File: config.mk
export PLATFORM = sky130hd
export DESIGN_NAME = pixel_scanout
export DESIGN_NICKNAME = d
export VERILOG_FILES = /design/src/design/fb_readout_pkg.sv /design/src/design/pixel_scanout.sv
export VERILOG_INCLUDE_DIRS = /design/src /design/src/design
export SDC_FILE = /design/constraint.sdc
export NUM_CORES = 1
export LEC_CHECK = 0
export BUFFER_PORTS_ARGS = -buffer_cell sky130_fd_sc_hd__buf_2
export CORE_AREA = 2 2 120 122
export DETAILED_ROUTE_END_ITERATION = 10
export DIE_AREA = 0 0 122 124
export PLACE_DENSITY = 0.73
export SKIP_LAST_GASP = 1
export SYNTH_ARGS = -nofsm -noshare
export SYNTH_HDL_FRONTEND = slang
export SYNTH_SLANG_ARGS = --single-unit
File: constraint.sdc
create_clock -name axi_clock -period 7.69 [get_ports axi_clock]
set_clock_uncertainty 0.05 [all_clocks]
set_input_delay 1.1535 -clock axi_clock [delete_from_list [all_inputs] [get_ports axi_clock]]
set_output_delay 1.1535 -clock axi_clock [all_outputs]
set_load 0.01 [all_outputs]
File: src/design/fb_readout_defs.svh
`ifndef FB_READOUT_DEFS_SVH
`define FB_READOUT_DEFS_SVH

// ######################################################################
// Display geometry
// ######################################################################

`define FB_OUTPUT_WIDTH 64	// Pixels per display line
`define FB_OUTPUT_HEIGHT 4	// Lines per frame

// Crop window origin in the stored frame
`define FB_CROP_XOFFSET 16
`define FB_CROP_YOFFSET 8

// ######################################################################
// Memory side
// ######################################################################

`define FB_BURST_LEN 4	// Beats per AXI read burst

// 32-bit lanes per 256-bit beat with RGB in the upper 24 bits of a lane
`define FB_PIXELS_PER_BEAT 8

// One bank holds a full scale-mode source line of 128 pixels
`define FB_BANK_BEATS 16

`endif

File: src/design/fb_readout_pkg.sv
package fb_readout_pkg;

`include "fb_readout_defs.svh"

	localparam int BEAT_IDX_W = $clog2(`FB_BANK_BEATS);

	typedef struct packed {
		logic [7:0] red;
		logic [7:0] green;
		logic [7:0] blue;
	} rgb_t;

	typedef logic [`FB_PIXELS_PER_BEAT*32-1:0] beat_t;
	typedef logic [28:0] axi_addr_t;	// Byte address
	typedef logic [11:0] line_num_t;
	typedef logic [BEAT_IDX_W-1:0] beat_idx_t;

	typedef enum logic {
		ZOOM_SCALE = 1'b0,
		ZOOM_CROP = 1'b1
	} zoom_t;

	// AXI read address and read data
	typedef struct packed {
		logic valid;
		axi_addr_t addr;
	} ar_req_t;

	typedef struct packed {
		logic valid;
		logic last;
		beat_t data;
	} r_beat_t;

	// Scanout asks the fetcher for one line
	typedef struct packed {
		logic valid;	// Single cycle
		line_num_t line;
		logic bank;
	} line_req_t;

	typedef struct packed {
		logic en;
		logic bank;
		beat_idx_t beat;
		beat_t data;
	} lb_write_t;

	typedef struct packed {
		logic bank;
		beat_idx_t beat;
	} lb_read_t;

	typedef struct packed {
		logic valid;
		rgb_t rgb;
	} pixel_out_t;

endpackage

File: src/design/pixel_scanout.sv
`timescale 1ns/100ps
`include "fb_readout_defs.svh"

module pixel_scanout (
	input logic axi_clock,
	input logic global_reset,
	input logic frame_start,
	input logic line_start,
	input logic pixel_den,
	input fb_readout_pkg::zoom_t zoom,
	output fb_readout_pkg::line_req_t line_req,
	output fb_readout_pkg::lb_read_t lb_read,
	input fb_readout_pkg::beat_t rd_data,
	output fb_readout_pkg::pixel_out_t pixels
);
	import fb_readout_pkg::*;

	localparam int LANE_BITS = $clog2(`FB_PIXELS_PER_BEAT);

	typedef logic [LANE_BITS-1:0] lane_t;

	line_num_t disp_line;
	line_num_t next_line;
	logic disp_bank;
	logic [11:0] x;
	logic [11:0] x_step;

	lane_t lane_q;
	logic den_q;
	logic pix_valid;
	rgb_t pix_rgb;
	rgb_t pick_a;
	rgb_t pick_b;
	rgb_t next_rgb;

	// RGB sits in the upper 24 bits of each 32-bit lane
	function automatic rgb_t lane_pixel(beat_t beat, lane_t lane);
		return beat[int'(lane) * 32 + 8 +: 24];
	endfunction

	function automatic rgb_t rgb_avg(rgb_t a, rgb_t b);
		logic [8:0] sum_r;
		logic [8:0] sum_g;
		logic [8:0] sum_b;
		sum_r = a.red + b.red;
		sum_g = a.green + b.green;
		sum_b = a.blue + b.blue;
		return '{red: sum_r[8:1], green: sum_g[8:1], blue: sum_b[8:1]};	// Floor
	endfunction

	assign next_line = line_num_t'(disp_line + 1'b1);
	assign x_step = (zoom == ZOOM_CROP) ? 12'd1 : 12'd2;

	// ######################################################################
	// Line and bank control
	// ######################################################################

	always_ff @(posedge axi_clock) begin
		if (global_reset) begin
			disp_line <= '1;
			disp_bank <= 1'b1;
			x <= '0;
			line_req <= '0;
			den_q <= 1'b0;
			pix_valid <= 1'b0;
		end else begin
			line_req.valid <= 1'b0;
			if (frame_start) begin
				disp_line <= '1;	// First line_start wraps this to line 0
				disp_bank <= 1'b1;
				x <= '0;
				line_req <= '{valid: 1'b1, line: '0, bank: 1'b0};
			end else if (line_start) begin
				disp_line <= next_line;
				disp_bank <= ~disp_bank;
				x <= '0;
				// Refill the bank that just left the display
				line_req <= '{valid: 1'b1, line: line_num_t'(next_line + 1'b1),
					bank: disp_bank};
			end else if (pixel_den) begin
				x <= x + x_step;
			end
			den_q <= pixel_den;
			pix_valid <= den_q;
		end
	end

	// ######################################################################
	// Readout pipeline
	// ######################################################################

	assign lb_read = '{bank: disp_bank, beat: x[LANE_BITS +: BEAT_IDX_W]};

	// Lane position follows the buffer read by one stage
	always_ff @(posedge axi_clock) begin
		lane_q <= x[LANE_BITS-1:0];
		pix_rgb <= next_rgb;
	end

	always_comb begin
		pick_a = lane_pixel(rd_data, lane_q);
		pick_b = lane_pixel(rd_data, lane_q | lane_t'(1));	// Odd partner
		if (zoom == ZOOM_CROP) begin
			next_rgb = pick_a;
		end else begin
			next_rgb = rgb_avg(pick_a, pick_b);
		end
	end

	assign pixels = '{valid: pix_valid, rgb: pix_rgb};

	a_den_line: assert property (@(posedge axi_clock) disable iff (global_reset)
		!(pixel_den && line_start))
		else $error("pixel_den together with line_start");

endmodule

==> impl_metrics.env, run 1 <==
export IMPL_hpwl_um=12990
export IMPL_slew_headroom=0.4699
export IMPL_holdCritPathClass="reg -> reg"
export IMPL_min_period_ns=3.846
export IMPL_maxCapViolations=0
export IMPL_fin_nets=1032
export IMPL_drt_wl_total_um=16070
export IMPL_n_fill_cell=1320
export IMPL_placementRows=43
export IMPL_synth_compound_area_frac=0.1357
export IMPL_synthArstFlopShare=0
export IMPL_die_h_um=124
export IMPL_worst_pin_slew_ns=0.7943
export IMPL_cts_setup_buffers=0
export IMPL_max_vdd_ir_drop_v=0.0001033
export IMPL_p_clk_frac=0.392
export IMPL_io_pins=306
export IMPL_fin_util=0.4893
export IMPL_synth_edf_count=0
export IMPL_grtUsageTotal=0.2164
export IMPL_hold_viol=0
export IMPL_vias_per_cell=5.259
export IMPL_post_synth_xor_area_fraction=0.06637
export IMPL_intPower_w=0.0008134
export IMPL_grt_ovfl_total=0
export IMPL_cts_path_max_buffers=2
export IMPL_hold_buffers=0
export IMPL_wl_per_cell_um=17.23
export IMPL_power_switching_w=0.0003394
export IMPL_finalMaxSlewViolations=0
export IMPL_antenna_found_initial=8
export IMPL_synth_top_area_cell="dfxtp_1"
export IMPL_grt_pass1_vias=4845
export IMPL_dieArea_um2=15130
export IMPL_max_freq_mhz=260.0
export IMPL_grt_start_max_net_pins=53
export IMPL_avgSynthCellArea_um2=9.747
export IMPL_cp_start_kind="register"
export IMPL_yosysWarnings=0
export IMPL_post_route_period_util=0.5001
export IMPL_synthMuxAreaShare=0.2743
export IMPL_synth_flop_cell="dfxtp_1"
export IMPL_finalSetupTns_ns=0
export IMPL_rsz0062_at_grt="false"
export IMPL_area_growth_pct=30.44
export IMPL_worstPathArrival_ns=4.02
export IMPL_p_leak_nw=2.944
export IMPL_cts_resized=0
export IMPL_clk_pin_slew_ns=0.06
export IMPL_ys_seq_elements=63
export IMPL_synth_nets=819
export IMPL_cts_max_level=3
export IMPL_ys_seq_area_frac=0.2451
export IMPL_swShare=0.2944
export IMPL_post_route_cells_drive_above_1_share=0.4571
export IMPL_gp_congestion=0.8975
export IMPL_seq_power_share=0.325
export IMPL_core_area_um2=13720
export IMPL_outcome="complete, no violations"
export IMPL_drt_pass1_iter_count=5
export IMPL_drtAntennaViolNets=0
export IMPL_synth_cell_types=60
export IMPL_cts_tree="built"
export IMPL_synth_top_family_by_area="multiplexers"
export IMPL_synthSimpleGateAreaFrac=0.1451
export IMPL_initial_utilization=0.3751
export IMPL_cts_sinks=63
export IMPL_synthAdderAreaFrac=0.07634
export IMPL_clock_latency_ns=0.34
export IMPL_cp_max_fo=27
export IMPL_power_density_nw_per_um2=171.7
export IMPL_syn_inst=528
export IMPL_finalSetupViolCount=0
export IMPL_path_class="reg -> reg"
export IMPL_synth_area_leaders="dfxtp_1 (25%), mux4_2 (19%), ha_1 (6.1%), mux2_2 (5.3%), xnor2_1 (4.3%)"
export IMPL_crit_required_ns=7.86
export IMPL_cts_root_buf="clkbuf_16"
export IMPL_comb_power_share=0.283
export IMPL_die_x_um=122
export IMPL_cts_made_buffers=9
export IMPL_grt_pass1_wl_um=24620
export IMPL_drc_errors=0
export IMPL_detailroute_via_count=4907
export IMPL_netlist_area_leader_share=0.2451
export IMPL_crit_path_end_kind="register"
export IMPL_drt_iter0_drc=326
export IMPL_port_buffers=241
export IMPL_syn_cell_area_um2=5146
==> Yosys cell counts (2+ instances only) <==
cell      instances
and3_1            7
o21ai_0          29
or3_1             7
nand3_1          10
nand3b_1          8
nand2b_1          8
o21bai_1          2
a211oi_1          7
a31oi_1           3
or2_2             3
o211ai_1          5
buf_1             2
fa_1              4
nand2_1          34
or4b_2            2
a21o_1            5
dfxtp_1          63
nor2_1           46
buf_4             9
clkbuf_1         17
xnor2_1          25
nor3_1            4
inv_1            14
a21oi_1          35
xor2_1           14
ha_1             25
buf_6             2
buf_2            12
o21a_1            2
mux2i_1          15
mux4_2           44
nand4_1           5
o31ai_1           4
mux2_2           24
nor2b_1           6
and4_1            2
==> logic make-up after synthesis <==
group                    after synthesis
buffers and inverters                 57
multiplexers                          83
AO/OA/AOI/OAI                        109
adder cells (fa/ha/maj)               29
XOR/XNOR                              39
AND/OR/NAND/NOR                      148
flip-flops                            63
==> layout by cell type (no fill, tap or decap), drive strengths merged, types with 15 or more instances in the layout <==
master,n
a21oi,36
buf,245
dfxtp,63
ha,25
mux2,24
mux2i,15
mux4,44
nand2,34
nor2,46
o21ai,30
xnor2,25
==> area by class of cell <==
| cell class | count | area (um^2) | area share |
|---|---|---|---|
| antenna | 7 | 17.52 | 0.002610 |
| timing repair buffer | 245 | 1236 | 0.1842 |
| clock inverter | 5 | 81.33 | 0.01212 |
| clock buffer | 11 | 242.7 | 0.03616 |
| sequential | 63 | 1266 | 0.1886 |
| inverter | 14 | 52.55 | 0.007829 |
| tap | 180 | 225.2 | 0.03355 |
| multi-input combinational | 408 | 3591 | 0.5349 |
==> power by group through the flow <==
stage | Combinational (W) | Sequential (W) | Clock (W)
finish | 0.000326 | 0.000375 | 0.000452
global route | 0.000363 | 0.000378 | 0.000472
CTS | 0.000326 | 0.000374 | 0.000464
detailed placement | 0.000324 | 0.000381 | 0
global placement | 0.000320 | 0.000380 | 0
floorplan | 0.000206 | 0.000386 | 0
==> per-stage QoR <==
| stage | instances | instance area, um^2 | total power (W) | setup WS (ns) | hold slack [ns] |
|---|---|---|---|---|---|
| after detailed placement | 910 | 6371 | 0.0007047 | 3.852 | 0.3206 |
| after global placement | 910 | 6371 | 0.0007001 | 3.912 | 0.3207 |
| after CTS | 926 | 6695 | 0.001164 | 3.837 | 0.3358 |
| after global routing | 930 | 6705 | 0.001214 | 3.545 | 0.3457 |
| final | 933 | 6713 | 0.001153 | 3.844 | 0.3350 |
| after floorplan | 528 | 5146 | 0.0005919 | 4.237 | 0.3039 |
==> registers in the layout (all words and copies together) (netlist names) <==
| register | count |
|---|---|
| pixels | 24 |
| line_req | 14 |
| disp_line | 12 |
| x | 7 |
| lane_q | 3 |
| den_q | 1 |
| disp_bank | 1 |
| pix_valid | 1 |
==> worst paths after layout <==
path	end	cells past startpoint	slack, ns	start
hold / removal	lane_q[0]	0	0.34	x[0]
setup reg to reg	pixels[7]	10	3.84	lane_q[1]
hold reg to reg	lane_q[0]	0	0.34	x[0]
setup / recovery	pixels[7]	10	3.84	lane_q[1]
==> worst max-delay path, cell delays in order, from the launching register on <==
cell and delay [ns]:
dfxtp_4 0.64, buf_4 0.52, mux4_2 0.62, mux2_2 0.33, fa_1 0.47, a21o_1 0.20, a21oi_1 0.23, o21bai_1 0.12
o21ba_2 0.21, o21ai_0 0.20, a21oi_1 0.11
==> metal layers <==
layer,share of wire,global-route usage,vias up
met3,0.093,0.06639,33
met2,0.47,0.3530,204
met1,0.40,0.2544,2270
li1,-,-,2400
met4,0.039,0.1200,0
met5,0,0,-
(Power assumes the default switching activity.)
==> run 2: changes to the inputs <==
--- a/config.mk
+++ b/config.mk
@@ -10,7 +10,7 @@
 export CORE_AREA = 2 2 120 122
 export DETAILED_ROUTE_END_ITERATION = 10
 export DIE_AREA = 0 0 122 124
-export PLACE_DENSITY = 0.73
+export PLACE_DENSITY = 0.76
 export SKIP_LAST_GASP = 1
 export SYNTH_ARGS = -nofsm -noshare
 export SYNTH_HDL_FRONTEND = slang
==> constraint.sdc (replaced) <==
create_clock -name axi_clock -period 3.5 [get_ports axi_clock]
set_clock_uncertainty 0.05 [all_clocks]
set_input_delay 0.525 -clock axi_clock [delete_from_list [all_inputs] [get_ports axi_clock]]
set_output_delay 0.525 -clock axi_clock [all_outputs]
set_load 0.01 [all_outputs]
==> run 2 against run 1 <==
Net effect: core utilization increased by 0.65 points; largest cell class unchanged; via count increased by 2.2%; highest routed layer is now met5; hold slack about the same; register-to-register slack got worse by 3.5 ns; first-iteration DRC count decreased by 37%; maximum frequency increased by 23%; final area increased by 1.3%; wire length increased by 2.4%; setup slack got worse by 3.5 ns.
==> impl_metrics.env, run 2 (synthesis results as in run 1) <==
export IMPL_cp_start_kind="register"
export IMPL_comb_power_share=0.305
export IMPL_swShare=0.3208
export IMPL_whs_ns=0.3347
export IMPL_detailroute_via_count=5013
export IMPL_critPathMaxStageDelay_ns=0.52
export IMPL_crit_path_end_kind="register"
export IMPL_vias_per_cell=5.316
export IMPL_pre_cts_slack_ns=0.2902
export IMPL_finalWorstSetupSlack_ns=0.3720
export IMPL_post_route_cells_drive_above_1_share=0.4684
export IMPL_cp_num_buf_inv=1
export IMPL_totalPowerFinal_w=0.002409
export IMPL_power_density_nw_per_um2=354.2
export IMPL_rsz0062_at_grt="false"
export IMPL_finalSetupTns_ns=0
export IMPL_cts_max_level=3
export IMPL_maxCapViolations=0
export IMPL_path_delay_family="compound AO/OA/AOI/OAI gates"
export IMPL_crit_chain="buf_12, mux4_2, or2_2, and2_1, fa_1, a21o_1, a21oi_1, o21ai_0, o211a_1, o21ai_0, a21oi_1"
export IMPL_max_freq_mhz=319.7
export IMPL_holdCritPathClass="reg -> reg"
export IMPL_gp_congestion=0.9051
export IMPL_grtUsageTotal=0.2177
export IMPL_grt_ovfl_total=0
export IMPL_cts_sinks=63
export IMPL_die_h_um=124
export IMPL_area_growth_pct=32.17
export IMPL_post_route_period_util=0.8937
export IMPL_grt_start_max_net_pins=34
export IMPL_hpwl_um=13410
export IMPL_max_vdd_ir_drop_v=0.0002174
export IMPL_critPathSlowestCell="mux4_2"
export IMPL_finalMaxSlewViolations=0
export IMPL_cts_root_buf="clkbuf_16"
export IMPL_port_buffers=241
export IMPL_worst_pin_slew_ns=0.8010
export IMPL_grt_pass1_wl_um=24890
export IMPL_core_area_um2=13720
export IMPL_dieArea_um2=15130
export IMPL_drt_pass1_iter_count=4
export IMPL_drc_errors=0
export IMPL_cts_resized=0
export IMPL_cts_made_buffers=9
export IMPL_placementRows=43
export IMPL_die_x_um=122
export IMPL_path_class="reg -> reg"
export IMPL_finalSetupViolCount=0
export IMPL_grt_pass1_vias=5042
export IMPL_clk_pin_slew_ns=0.06
export IMPL_p_leak_nw=3.005
export IMPL_outcome="complete, no violations"
export IMPL_min_period_ns=3.128
export IMPL_fin_nets=1046
export IMPL_slew_headroom=0.4654
export IMPL_crit_required_ns=3.68
export IMPL_cp_max_fo=10
export IMPL_mostFrequentLayoutCells="buf_2 (241), dfxtp_1 (61), nor2_1 (46)"
export IMPL_final_common_cell="buf_2"
export IMPL_p_clk_frac=0.355
export IMPL_design_area_um2=6802
export IMPL_cts_tree="built"
export IMPL_worstPathArrival_ns=3.31
export IMPL_largest_reg_flops=24
export IMPL_cts_path_max_buffers=2
export IMPL_drt_iter0_drc=206
export IMPL_initial_utilization=0.3751
export IMPL_seq_power_share=0.339
export IMPL_power_switching_w=0.0007728
export IMPL_hold_viol=0
export IMPL_io_pins=306
export IMPL_intPower_w=0.001636
export IMPL_wl_per_cell_um=17.45
export IMPL_clock_latency_ns=0.34
export IMPL_antenna_found_initial=4
export IMPL_drtAntennaViolNets=0
export IMPL_drt_wl_total_um=16450
export IMPL_place_area_um2=6459
## run 2: power by group through the flow
stage               Combinational [W]  Sequential, W  Clock, W
floorplan                    0.000453       0.000848         0
global placement             0.000715       0.000834         0
detailed placement           0.000726       0.000835         0
CTS                          0.000732       0.000820  0.000874
global route                 0.000813       0.000825  0.000900
finish                       0.000735       0.000818  0.000856
## run 2: cell type report
type	instances	area (um^2)
diodes	3	7.507
clock buffers	9	225.2
clock inverters	7	55.05
fillers	1296	6918
inverters	14	52.55
multi-input cells	408	3591
flip-flops and latches	63	1266
well taps	180	225.2
repair buffers	259	1379
## run 2: what timing repair did
item                                    in CTS  in global routing
hold buffers                                 0                  0
setup buffers                                0                  4
endpoints found under the setup margin       0                  1
## run 2: stage by stage
| step | instances | utilization |
|---|---|---|
| after global routing | 941 | 0.4954 |
| final | 943 | 0.4958 |
| after floorplan | 528 | - |
| after detailed placement | 920 | 0.4708 |
| after CTS | 936 | 0.4912 |
| after global placement | 920 | 0.4708 |
## run 2: metal layers
metal | wire length, um | track usage
met5 | 24 | 0
met4 | 456 | 0.08477
met3 | 1475 | 0.07967
met2 | 8365 | 0.3939
met1 | 6128 | 0.2305
## run 2: worst paths after layout
kind	to	start	slack, ns	cells past startpoint
worst max-delay path	pixels[15]	lane_q[1]	0.37	11
worst min-delay path	lane_q[0]	x[0]	0.33	0
worst max register to register	pixels[15]	lane_q[1]	0.37	11
worst min register to register	lane_q[0]	x[0]	0.33	0
