--- config.mk ---
export PLATFORM = sky130hd
export DESIGN_NAME = line_fetcher
export DESIGN_NICKNAME = d
export VERILOG_FILES = /design/src/design/fb_readout_pkg.sv /design/src/design/line_fetcher.sv
export VERILOG_INCLUDE_DIRS = /design/src /design/src/design
export SDC_FILE = /design/constraint.sdc
export NUM_CORES = 1
export LEC_CHECK = 0
export BUFFER_PORTS_ARGS = -buffer_cell sky130_fd_sc_hd__buf_4
export CAP_MARGIN = 20
export CELL_PAD_IN_SITES_DETAIL_PLACEMENT = 2
export CELL_PAD_IN_SITES_GLOBAL_PLACEMENT = 2
export CORE_AREA = 2 2 221 223
export DETAILED_ROUTE_END_ITERATION = 6
export DIE_AREA = 0 0 223 225
export PLACE_DENSITY = 0.56
export SYNTH_ARGS = -nofsm -noshare
export SYNTH_HDL_FRONTEND = slang
export SYNTH_SLANG_ARGS = --single-unit
--- constraint.sdc ---
create_clock -name axi_clock -period 2.8 [get_ports axi_clock]
set_input_delay 0.14 -clock axi_clock [delete_from_list [all_inputs] [get_ports axi_clock]]
set_output_delay 0.14 -clock axi_clock [all_outputs]
set_load 0.02 [all_outputs]
--- src/design/fb_readout_defs.svh ---
`ifndef FB_READOUT_DEFS_SVH
`define FB_READOUT_DEFS_SVH

// ######################################################################
// Display geometry
// ######################################################################

`define FB_OUTPUT_WIDTH 64	// Pixels per display line
`define FB_OUTPUT_HEIGHT 4	// Lines per frame

// Crop window origin in the stored frame
`define FB_CROP_XOFFSET 16
`define FB_CROP_YOFFSET 8

// ######################################################################
// Memory side
// ######################################################################

`define FB_BURST_LEN 4	// Beats per AXI read burst

// 32-bit lanes per 256-bit beat with RGB in the upper 24 bits of a lane
`define FB_PIXELS_PER_BEAT 8

// One bank holds a full scale-mode source line of 128 pixels
`define FB_BANK_BEATS 16

`endif

--- src/design/fb_readout_pkg.sv ---
package fb_readout_pkg;

`include "fb_readout_defs.svh"

	localparam int BEAT_IDX_W = $clog2(`FB_BANK_BEATS);

	typedef struct packed {
		logic [7:0] red;
		logic [7:0] green;
		logic [7:0] blue;
	} rgb_t;

	typedef logic [`FB_PIXELS_PER_BEAT*32-1:0] beat_t;
	typedef logic [28:0] axi_addr_t;	// Byte address
	typedef logic [11:0] line_num_t;
	typedef logic [BEAT_IDX_W-1:0] beat_idx_t;

	typedef enum logic {
		ZOOM_SCALE = 1'b0,
		ZOOM_CROP = 1'b1
	} zoom_t;

	// AXI read address and read data
	typedef struct packed {
		logic valid;
		axi_addr_t addr;
	} ar_req_t;

	typedef struct packed {
		logic valid;
		logic last;
		beat_t data;
	} r_beat_t;

	// Scanout asks the fetcher for one line
	typedef struct packed {
		logic valid;	// Single cycle
		line_num_t line;
		logic bank;
	} line_req_t;

	typedef struct packed {
		logic en;
		logic bank;
		beat_idx_t beat;
		beat_t data;
	} lb_write_t;

	typedef struct packed {
		logic bank;
		beat_idx_t beat;
	} lb_read_t;

	typedef struct packed {
		logic valid;
		rgb_t rgb;
	} pixel_out_t;

endpackage

--- src/design/line_fetcher.sv ---
`timescale 1ns/100ps
`include "fb_readout_defs.svh"

module line_fetcher (
	input logic axi_clock,
	input logic global_reset,
	input fb_readout_pkg::zoom_t zoom,
	input fb_readout_pkg::line_req_t line_req,
	output fb_readout_pkg::ar_req_t ar,
	input logic arready,
	input fb_readout_pkg::r_beat_t r,
	output fb_readout_pkg::lb_write_t lb_write
);
	import fb_readout_pkg::*;

	typedef enum logic [1:0] {
		ST_IDLE,
		ST_ADDR,	// arvalid high
		ST_DATA,	// Collecting beats
		ST_GAP		// One cycle after rlast
	} fetch_state_t;

	// Source pixels covered by one burst
	localparam logic [11:0] BURST_PIXELS = 12'(`FB_BURST_LEN * `FB_PIXELS_PER_BEAT);

	fetch_state_t state;
	line_num_t fetch_line;
	logic fetch_bank;
	logic [11:0] fetch_x;
	beat_idx_t fetch_beat;

	logic [11:0] line_end;
	logic [11:0] src_row;
	logic [11:0] src_col;
	logic req_accept;

	// Lines past the bottom of the display are dropped
	assign req_accept = (state == ST_IDLE) && line_req.valid &&
		(line_req.line < 12'(`FB_OUTPUT_HEIGHT));

	// ######################################################################
	// Address generation
	// ######################################################################

	always_comb begin
		if (zoom == ZOOM_CROP) begin
			src_row = fetch_line + 12'(`FB_CROP_YOFFSET);
			src_col = fetch_x + 12'(`FB_CROP_XOFFSET);
			line_end = 12'(`FB_OUTPUT_WIDTH);
		end else begin
			src_row = {fetch_line[10:0], 1'b0};	// Every second source row
			src_col = fetch_x;
			line_end = 12'(2 * `FB_OUTPUT_WIDTH);
		end
	end

	// Row pitch of 4096 pixels at 4 bytes per pixel
	always_comb begin
		ar.valid = (state == ST_ADDR);
		ar.addr = {3'b000, src_row, src_col, 2'b00};
	end

	// Beats go straight into the buffer since rready is tied high upstream
	always_comb begin
		lb_write.en = r.valid && (state == ST_DATA);
		lb_write.bank = fetch_bank;
		lb_write.beat = fetch_beat;
		lb_write.data = r.data;
	end

	// ######################################################################
	// Read burst FSM
	// ######################################################################

	always_ff @(posedge axi_clock) begin
		if (global_reset) begin
			state <= ST_IDLE;
			fetch_line <= '0;
			fetch_bank <= 1'b0;
			fetch_x <= '0;
			fetch_beat <= '0;
		end else begin
			case (state)
				ST_IDLE: begin
					if (req_accept) begin
						state <= ST_ADDR;
						fetch_line <= line_req.line;
						fetch_bank <= line_req.bank;
						fetch_x <= '0;
						fetch_beat <= '0;
					end
				end

				ST_ADDR: begin
					if (arready) begin
						state <= ST_DATA;
					end
				end

				ST_DATA: begin
					if (r.valid) begin
						fetch_beat <= beat_idx_t'(fetch_beat + 1'b1);
						if (r.last) begin
							fetch_x <= fetch_x + BURST_PIXELS;
							state <= ST_GAP;
						end
					end
				end

				ST_GAP: begin
					// Next burst or done with this line
					if (fetch_x < line_end) begin
						state <= ST_ADDR;
					end else begin
						state <= ST_IDLE;
					end
				end

				default: state <= ST_IDLE;
			endcase
		end
	end

	// ######################################################################
	// Protocol checks
	// ######################################################################

	a_ar_hold: assert property (@(posedge axi_clock) disable iff (global_reset)
		ar.valid && !arready |=> ar.valid && $stable(ar.addr))
		else $error("ar dropped or changed before arready");

	a_r_idle: assert property (@(posedge axi_clock) disable iff (global_reset)
		r.valid |-> state != ST_IDLE)
		else $error("read beat with no burst outstanding");

	a_req_busy: assert property (@(posedge axi_clock) disable iff (global_reset)
		line_req.valid |-> state == ST_IDLE)
		else $error("line request during an active fetch");

endmodule

==> summary.md, run 1 <==
| Metric | Value |
|---|---|
| Routed len/inst | `15.8 um` |
| Initial antenna violation count | `1` |
| Post-synth top area share | `0.579` |
| M1 WL | `3.53 mm` |
| DIE AREA | `50,200 sq um` |
| Die width | `223 um` |
| Std cell rows | `80` |
| Flops & latches, synth | `26` |
| Post-synth cell types | `41` |
| Vias in the first global route | `2,197` |
| Port bufs | `46` |
| CTS sink cnt | `26` |
| Share of cells above drive strength 1 | `0.278` |
| Clk buf depth | `2` |
| Xor and xnor area share after synthesis | `0.00742` |
| Synth top area cells | `buf_4, dfxtp_1, ha_1, a21oi_1, and2_1` |
| Critical Path RT | `3010 ps` |
| Power Total | `0.836 mW` |
| Worst slew pin tran | `645 ps` |
| CTS Root Cell | `clkbuf_16` |
| Final setup viols | `0` |
| Max_cap viols | `0` |
| Worst setup EP type | `flip-flop` |
| LEAKAGE | `0.858 nW` |
| DR WL met2 | `5.70 mm` |
| Crit path arrival time | `2730 ps` |
| Most common cell after layout, fill and taps aside | `buf_4` |
| Compound-cell area share of the yosys netlist | `0.0837` |
| Syn. warnings | `0` |
| TritonCTS clock tree | `done` |
| All-layer global routing usage | `0.0508` |
| Most frequent cells in the layout | `buf_4, dfxtp_1, a21oi_1, and2_1, nor2_1` |
| Starting Density | `0.0745` |
| Status | `finished clean` |
| Min-delay worst type | `input pin to flip-flop` |
| Met3 wire len | `2.72 mm` |
| DR iter-0 viols | `50` |
| Skew-Pair Late Insertion Delay | `270 ps` |
| Switching share of power | `0.252` |
| Largest family of logic cells by synthesized area | `buffers and inverters` |
| Synth Area in Adders | `0.0318` |
| Largest net degree at the start of global routing | `25` |
| Post-synth ARST share | `0` |
| Sequential share of power | `0.444` |
| TritonCTS buffer count | `3` |
| Synthesized netlist cell count | `448` |
| Die height | `225 um` |
| Remaining routing DRC violations | `0` |
| Core area | `47,500 sq um` |
| Kind of critical path | `flip-flop to flip-flop` |
| Setup bufs post-CTS | `0` |
| Fin crit share | `0.901` |
| Maximum vdd ir drop | `0.194 mV` |
| Post-synth EDFFs | `0` |
| Peak Freq | `0.396 GHz` |
| Area Growth Syn to Fin | `-22.2%` |
| Final hold violation count | `0` |
| Vias per inst | `2.35` |
| Total gr overflow | `0` |
| Unrepaired setup endpoints after global routing | `no` |
| Antenna Nets Post-Route | `0` |
| DP HPWL | `11.2 mm` |
| # IOs | `568` |
| Slew Viols, Final | `0` |
| Gpl congestion | `0.632` |
| Top_reg_cell synth | `dfxtp_1` |
| First-pass DRT Iterations | `4` |
| Pint | `0.625 mW` |
| Slew HR | `0.566` |
| CP Launch Type | `flip-flop` |
| Yosys top cell by area | `buf_4` |
| Mapped cell area | `3540 sq um` |
| Nets | `520` |
| FF+latch area | `520 sq um` |
| Total wire length | `13.4 mm` |
| Pwr per Cell Area | `303 nW/um^2` |
| Total negative setup slack | `0 ps` |
| Clock transition at the registers of the reported paths | `80 ps` |
| Number of H-tree levels | `1` |
| Final min period | `2520 ps` |
| Psw | `0.211 mW` |
| Multi-input gate area | `948 sq um` |
| Global-route wire length before repair | `17.6 mm` |
| Ant. Diodes | `0` |
| Simple-gate share of the synthesized area | `0.108` |
| Clock share of power | `0.451` |
| Worst Path Max Fanout | `14` |
| Synthesized area per cell | `7.90 sq um` |
| Fillers | `5,624` |
| Routed via count | `1,995` |
| Mux share of post-synthesis cell area | `0.0265` |
| Seq/Total Area, Yosys | `0.147` |
| Fin Clk Skew | `8.74 ps` |
| Top routing layer in use | `met5` |
| Comb power frac | `0.105` |
[kinds of logic (layout without fill, tap and decap cells)]
| family | Yosys count | after routing |
|---|---|---|
| mux | 9 | 9 |
| other cells | 1 | 9 |
| compound gates | 49 | 49 |
| buf+inv | 287 | 65 |
| simple gates | 64 | 64 |
| xor+xnor | 3 | 3 |
| flops | 26 | 26 |
| fa+ha+maj | 9 | 9 |
[critical path, stage by stage (launching register included)]
cell and delay [ps]:
dfxtp_1 360, inv_1 140, ha_1 280, or4b_4 500, o32a_2 510, buf_4 190, nor4_4 260, mux2i_1 210
[final timing paths]
path / from / to / slack (ps) / cells past startpoint
setup / recovery: state[1] / fetch_x[11] / 280 / 7
hold / removal: line_req[2] / fetch_line[1] / 110 / 3
setup reg to reg: state[1] / fetch_x[11] / 280 / 7
hold reg to reg: fetch_line[11] / fetch_line[11] / 500 / 1
[power by group through the flow]
stage | registers, mW | clock network [mW] | logic [mW]
after floorplan | 0.379 | 0 | 0.586
after global placement | 0.379 | 0 | 0.0898
after detailed placement | 0.379 | 0 | 0.0918
after CTS | 0.371 | 0.401 | 0.0918
after global routing | 0.371 | 0.415 | 0.0993
final | 0.371 | 0.377 | 0.0879
[registers in the layout, indices dropped and copies added, names as in the netlist]
register and flops:
fetch_beat 4, state 2, fetch_line 12, fetch_x 7
fetch_bank 1
[layer usage]
metal | up-vias | GRT usage
li1 | 759 | -
met4 | 2 | 0.0574
met2 | 257 | 0.0748
met1 | 841 | 0.0390
met5 | - | 0
met3 | 136 | 0.0420
[metrics by stage]
stage	setup WS (ps)	hold WS, ps	std cells	instance area (sq um)	utilization
5_1_grt	93.0	139	849	2760	0.0579
3_3_place_gp	313	280	845	2670	0.0561
3_5_place_dp	213	280	845	2670	0.0561
4_1_cts	181	97.6	849	2750	0.0579
2_1_floorplan	574	284	456	3570	-
6_report	276	106	849	2760	0.0579
[layout make-up]
type,instances,share of cell area
multi-input cells,143,0.344
well taps,615,0.279
flip-flops and latches,26,0.189
repair buffers,53,0.144
clock buffers,4,0.0322
inverters,8,0.0109
[Yosys cell counts, types with 6 or more instances]
cell	n
buf_4	273
dfxtp_1	26
a21oi_1	22
and2_1	12
nor2_1	11
ha_1	9
nand2_1	9
o21ai_0	9
inv_1	8
nand3_1	8
mux2i_1	6
[repair_timing]
item	4_1_cts	5_1_grt
gates resized for setup	0	1
endpoints found under the setup margin	0	1
hold buffers	0	0
endpoints found under the hold margin	0	0
(Power assumes the default switching activity.)
==> run 2, diff against run 1 <==
==> config.mk (replaced) <==
export PLATFORM = sky130hd
export DESIGN_NAME = line_fetcher
export DESIGN_NICKNAME = d
export VERILOG_FILES = /design/src/design/fb_readout_pkg.sv /design/src/design/line_fetcher.sv
export VERILOG_INCLUDE_DIRS = /design/src /design/src/design
export SDC_FILE = /design/constraint.sdc
export NUM_CORES = 1
export LEC_CHECK = 0
export ABC_AREA = 1
export BUFFER_PORTS_ARGS = -buffer_cell sky130_fd_sc_hd__buf_4
export CAP_MARGIN = 20
export CELL_PAD_IN_SITES_DETAIL_PLACEMENT = 1
export CELL_PAD_IN_SITES_GLOBAL_PLACEMENT = 1
export CORE_AREA = 2 2 223 225
export DETAILED_ROUTE_END_ITERATION = 6
export DIE_AREA = 0 0 225 227
export PLACE_DENSITY = 0.43
export SYNTH_ARGS = -nofsm -noshare
export SYNTH_HDL_FRONTEND = slang
export SYNTH_SLANG_ARGS = --single-unit
==> run 2 against run 1 <==
  * Area after synthesis increased by 0.74%
  * Count of clock-buffer cells in the layout decreased by 1
  * Largest cell class unchanged
  * Fmax increased by 34%
  * Hold slack improved by 14 ps
  * First-iteration DRC count decreased by 10%
  * Register-to-register slack improved by 640 ps
  * Utilization decreased by 0.19 points
  * Via count increased by 1.3%
  * Flip-flop and latch count unchanged
  * Critical path type unchanged
  * Final cell count increased by 6.4%
  * Worst setup slack improved by 640 ps
  * Sequential power increased by 8.4%
==> summary.md, run 2 <==
| Metric | Value |
|---|---|
| Fin crit share | `0.673 (-0.228)` |
| M3 GR Usage | `0.0365 (-0.00546)` |
| Die width | `225 um (+0.90%)` |
| Largest net degree at the start of global routing | `19 (-24%)` |
| Port bufs | `46 (unchanged)` |
| Seq/Total Area, Yosys | `0.146 (-0.00108)` |
| Post-synth EDFFs | `0 (unchanged)` |
| Syn. warnings | `0 (unchanged)` |
| Total negative setup slack | `0 ps (unchanged)` |
| Most frequent cells in the layout | `nand2_1, buf_4, nor2_1, inv_1, dfxtp_1` |
| Yosys top cell by area | `buf_4` |
| Clock transition at the registers of the reported paths | `70 ps (about the same)` |
| Final min period | `1880 ps (-639 ps)` |
| Skew-Pair Late Insertion Delay | `270 ps (about the same)` |
| Maximum vdd ir drop | `0.211 mV (+8.8%)` |
| Slew Viols, Final | `0 (unchanged)` |
| Post-synth top cells | `buf_4, nand2_1, nor2_1` |
| Status | `finished clean` |
| Final setup viols | `0 (unchanged)` |
| Total gr overflow | `0 (unchanged)` |
| DP HPWL | `10.8 mm (-4.2%)` |
| Max stage delay cell, worst path | `dfxtp_1` |
| Kind of critical path | `flip-flop to flip-flop` |
| CTS sink cnt | `26 (unchanged)` |
| LEAKAGE | `0.921 nW (+7.4%)` |
| Biggest register | `fetch_line` |
| Routed len/inst | `14.1 um (-11%)` |
| Setup crit start | `state[0]` |
| Count leader, synth | `buf_4` |
| Peak Freq | `0.531 GHz (+34%)` |
| Setup bufs post-CTS | `0 (unchanged)` |
| CP Launch Type | `flip-flop` |
| Die height | `227 um (+0.89%)` |
| Synth top area cells | `buf_4, dfxtp_1, nand2_1, nor2_1, ha_1` |
| Starting Density | `0.0735 (-0.000992)` |
| Gpl congestion | `0.647 (+2.4%)` |
| All-layer global routing usage | `0.0468 (-0.00398)` |
| # IOs | `568 (unchanged)` |
| Routed via count | `2,021 (+1.3%)` |
| Min-delay worst type | `input pin to flip-flop` |
| Mapped cell area | `3570 sq um (+0.74%)` |
| Clk buf depth | `2 (unchanged)` |
| Antenna Nets Post-Route | `0 (unchanged)` |
| Hold-fix buffers, CTS | `0 (unchanged)` |
| Flops & latches, synth | `26 (unchanged)` |
| Ant. Diodes | `0 (unchanged)` |
| Post_cts resized | `0 (unchanged)` |
| DR iter-0 viols | `45 (-10%)` |
| Core area | `48,500 sq um (+2.1%)` |
| Top_reg_cell synth | `dfxtp_1` |
| TritonCTS buffer count | `3 (unchanged)` |
| Max_cap viols | `0 (unchanged)` |
| Initial antenna violation count | `0 (-1)` |
| Top Registers | `fetch_line x12, fetch_x x7, fetch_beat x4` |
| Number of H-tree levels | `1 (unchanged)` |
| Post-synth top area share | `0.575 (-0.00426)` |
| Global-route wire length before repair | `16.4 mm (-6.7%)` |
| Post-synth ARST share | `0 (unchanged)` |
| Min-delay src | `line_req[0]` |
| Pwr per Cell Area | `365 nW/um^2 (+20%)` |
| Crit path arrival time | `2040 ps (-690 ps)` |
| Nets | `568 (+9.2%)` |
| TritonCTS clock tree | `done` |
| Remaining routing DRC violations | `0 (unchanged)` |
| Total wire length | `12.7 mm (-4.9%)` |
| First-pass DRT Iterations | `4 (unchanged)` |
| Post-synth cell types | `28 (-32%)` |
| Reg-to-Reg Start | `state[0]` |
| GRT met2 Usage | `0.0745 (-0.000326)` |
| Delay-heaviest family, CP | `buffers and inverters` |
| Most common cell after layout, fill and taps aside | `nand2_1` |
| Share of cells above drive strength 1 | `0.206 (-0.0714)` |
| Worst-path cell chain | `inv_1 > ha_1 > nand2_1 > nor3_2 > nand2_2 > clkinv_1 > o21ai_0 > nor2_1` |
| R2R Setup Slk | `920 ps (+640 ps)` |
| Worst Path Max Fanout | `11 (-3)` |
| Vias per inst | `2.24 (-4.8%)` |
| Critical path buffers and inverters | `2 (unchanged)` |
| Unrepaired setup endpoints after global routing | `no` |
| Max reg flops | `12 (unchanged)` |
| CP max stage delay | `400 ps (-110 ps)` |
| Area Growth Syn to Fin | `-23.7%` |
| CTS Root Cell | `clkbuf_16` |
| WHS | `119 ps (+13.7 ps)` |
| Worst setup EP type | `flip-flop` |
| Synthesized netlist cell count | `502 (+12%)` |
| Synthesized area per cell | `7.11 sq um (-10%)` |
| Final hold violation count | `0 (unchanged)` |
| Critical Path RT | `2950 ps (-60 ps)` |
| Fin Clk Skew | `10.3 ps (+1.60 ps)` |
| DIE AREA | `51,100 sq um (+1.8%)` |
| Global routing usage on met1 | `0.0356 (-0.00336)` |
| Std cell rows | `81 (+1.3%)` |
| Vias in the first global route | `2,170 (-1.2%)` |
| Busiest grt layer | `met2` |
[run 2: path summary, 6_finish.rpt]
path | to | cells after the start
setup reg to reg | fetch_bank | 8
hold / removal | fetch_bank | 3
hold reg to reg | fetch_line[11] | 2
setup / recovery | fetch_bank | 8
[run 2: power by group]
group          total (mW)  internal, mW  leakage, nW  switching [mW]
logic               0.267        0.0902        0.675           0.177
registers           0.402         0.383        0.210          0.0185
clock network       0.324         0.190       0.0370           0.134
[run 2: layer usage]
layer	routed length, um	share of wire
met2	5610	0.44
met1	3520	0.28
met4	1360	0.11
met5	0	0
met3	2260	0.18
[run 2: cells by family after synthesis]
kind of cell	count (synthesis)	share of synthesized area
adders and majority gates	9	0.0316
DFF	26	0.146
other	1	0.00105
AOI/OAI and AO/OA	28	0.0435
and+or+nand+nor	126	0.153
buffers and inverters	307	0.612
xor gates and xnor gates	5	0.0123
[run 2: worst reg2reg max path, cell delays in order, from the launching register on]
cell      delay [ps]
dfxtp_1          400
inv_1            120
ha_1             260
nand2_1           90
nor3_2            40
nand2_2          240
clkinv_1         320
o21ai_0          240
nor2_1            50
[run 2: layout make-up]
class | instances | area (sq um)
Sequential cell | 26 | 520
Timing Repair Buffer | 46 | 345
Multi-Input combinational cell | 177 | 892
Tap cell | 622 | 778
Inverter | 29 | 109
Clock buffer | 3 | 75.1
Fill cell | 5824 | 45800
[run 2: stage by stage]
step,power (mW),util,cell area (sq um),worst slack [ps],instances
floorplan,1.13,-,3600,1270,510
global placement,0.683,0.0545,2650,920,900
detailed placement,0.686,0.0545,2650,875,900
CTS,1.02,0.0560,2720,847,903
global route,1.07,0.0560,2720,618,903
finish,0.992,0.0560,2720,916,903
==> run 3, diff against run 2 <==
==> constraint.sdc (replaced) <==
create_clock -name axi_clock -period 1.92 [get_ports axi_clock]
set_input_delay 0.096 -clock axi_clock [delete_from_list [all_inputs] [get_ports axi_clock]]
set_output_delay 0.096 -clock axi_clock [all_outputs]
set_load 0.02 [all_outputs]
==> run 3 against run 2 <==
  * Die area unchanged
  * Register-to-register slack lost 640 ps
  * Worst setup slack got worse by 690 ps
  * Routed wire length rose by 0.70%
  * Count of clock-buffer cells in the layout did not move
  * Sequential share of layout area decreased by 0.39 points
  * Final cell count rose by 0.89%
  * Global-route usage is 0.082 points higher
  * Utilization rose by 0.13 points
  * Hold slack got worse by 46 ps
  * First-iteration DRC count up 24%
  * Critical path type is now flip-flop to primary output
  * Largest power group unchanged
==> summary.md, run 3 (same netlist as run 2, synthesis figures left out) <==
| Metric | Value |
|---|---|
| Status | `finished clean` |
| Clk buf depth | `2 (unchanged)` |
| Gpl congestion | `0.689 (+6.5%)` |
| WHS | `73.7 ps (-45.6 ps)` |
| Slew Viols, Final | `0 (unchanged)` |
| LEAKAGE | `0.963 nW (+4.5%)` |
| Clock share of power | `0.323 (-0.003)` |
| Final hold violation count | `0 (unchanged)` |
| Psw | `0.476 mW (+45%)` |
| Worst setup EP type | `primary output` |
| Final setup viols | `0 (unchanged)` |
| CP Launch Type | `flip-flop` |
| Std cell rows | `81 (unchanged)` |
| Final min period | `1700 ps` |
| # IOs | `568 (unchanged)` |
| Final Util | `0.0573 (+0.00131)` |
| Peak Freq | `0.589 GHz` |
| CTS Root Cell | `clkbuf_16` |
| Min-delay worst type | `input pin to flip-flop` |
| Vias in the first global route | `2,301 (+6.0%)` |
| Most frequent cells in the layout | `nand2_1, buf_4, nor2_1, inv_1, dfxtp_1` |
| DIE AREA | `51,100 sq um (unchanged)` |
| Area Growth Syn to Fin | `-22.0%` |
| Switching share of power | `0.325 (-0.00716)` |
| Starting Density | `0.0735 (unchanged)` |
| DR iter-0 viols | `56 (+24%)` |
| Clock transition at the registers of the reported paths | `60 ps (about the same)` |
| Vias per inst | `2.28 (+1.9%)` |
| Unrepaired setup endpoints after global routing | `no` |
| Pint | `0.991 mW (+49%)` |
| Hold-fix buffers, CTS | `0 (unchanged)` |
| Fillers | `5,796 (-0.48%)` |
| Global-route wire length before repair | `16.8 mm (+2.1%)` |
| Number of H-tree levels | `1 (unchanged)` |
| DP HPWL | `10.9 mm (+0.83%)` |
| Top Registers | `fetch_line x12, fetch_x x7, fetch_beat x4` |
| Antenna Nets Post-Route | `0 (unchanged)` |
| Max reg flops | `12 (unchanged)` |
| R2R Setup Slk | `280 ps (-640 ps)` |
| Max_cap viols | `0 (unchanged)` |
| Initial antenna violation count | `0 (unchanged)` |
| Sequential share of power | `0.388 (-0.017)` |
| Routed len/inst | `14.1 um (-0.19%)` |
| Fin crit share | `0.884` |
| TritonCTS clock tree | `done` |
| Multi-input gate area | `895 sq um (+0.28%)` |
| Port bufs | `46 (unchanged)` |
| Fin Clk Skew | `3.41 ps (-6.93 ps)` |
| Biggest register | `fetch_line` |
| TritonCTS buffer count | `3 (unchanged)` |
| Ant. Diodes | `0 (unchanged)` |
| Routed via count | `2,078 (+2.8%)` |
| Setup bufs post-CTS | `0 (unchanged)` |
| Kind of critical path | `flip-flop to primary output` |
| Worst Path Max Fanout | `5 (-6)` |
| Share of cells above drive strength 1 | `0.235 (+0.0289)` |
| CTS sink cnt | `26 (unchanged)` |
| Skew-Pair Late Insertion Delay | `270 ps (about the same)` |
| Pwr per Cell Area | `527 nW/um^2 (+44%)` |
| Total gr overflow | `0 (unchanged)` |
| Total wire length | `12.8 mm (+0.70%)` |
| Most common cell after layout, fill and taps aside | `nand2_1` |
| Maximum vdd ir drop | `0.272 mV (+29%)` |
| Die width | `225 um (unchanged)` |
| Nets | `576 (+1.4%)` |
| Core area | `48,500 sq um (unchanged)` |
| First-pass DRT Iterations | `4 (unchanged)` |
| Remaining routing DRC violations | `0 (unchanged)` |
| Non-Filler Instances | `911 (+0.89%)` |
| Comb power frac | `0.289 (+0.020)` |
| FF+latch area | `522 sq um (+0.24%)` |
| Power Total | `1.47 mW (+48%)` |
| Largest net degree at the start of global routing | `19 (unchanged)` |
| Crit path arrival time | `1600 ps (-440 ps)` |
| Total negative setup slack | `0 ps (unchanged)` |
| Die height | `227 um (unchanged)` |
| Cells after DPL | `908 (+0.89%)` |
| Critical Path RT | `1820 ps (-1130 ps)` |
| All-layer global routing usage | `0.0476 (+0.000825)` |
[run 3: layer usage]
metal	up-vias	routed length, um	share of wire	track usage
met1	861	3400	0.27	0.0358
met5	-	0	0	0
met2	241	5750	0.45	0.0759
li1	837	-	-	-
met4	0	1370	0.11	0.0474
met3	139	2300	0.18	0.0372
[run 3: cell type report]
class	count	share of cell area
multi-input combinational	177	0.321
tap	622	0.280
sequential	26	0.187
timing repair buffer	54	0.146
inverter	29	0.0391
clock buffer	3	0.0270
[run 3: worst paths after layout]
kind,from,end,depth (start not counted)
worst min register to register,fetch_line[2],fetch_line[2],2
worst max register to register,state[0],fetch_x[5],9
worst min-delay path,line_req[1],fetch_line[0],3
worst max-delay path,fetch_line[5],ar[24],7
[run 3: power by group through the flow]
stage | sequential (mW) | clock [mW] | combinational [mW]
after floorplan | 0.590 | 0 | 1.05
after global placement | 0.581 | 0 | 0.444
after detailed placement | 0.581 | 0 | 0.443
after CTS | 0.569 | 0.517 | 0.446
after global routing | 0.571 | 0.545 | 0.493
final | 0.569 | 0.474 | 0.424
[run 3: critical path, stage by stage (launching register included)]
cell and delay, ps:
dfxtp_1 400, nand3_1 160, nor2_1 140, nand3_1 110, nand2_1 70, nand2_1 50
o22ai_1 200, buf_4 210
[run 3: per-stage QoR]
stage,setup WS [ps],instance area (sq um)
final,222,2780
after global routing,6.01,2780
after CTS,87.2,2780
after detailed placement,233,2710
after global placement,268,2710
after floorplan,394,3600
[run 3: what timing repair did]
action,4_1_cts,5_1_grt
gates resized for setup,0,2
endpoints found under the setup margin,0,1
endpoints found under the hold margin,0,0
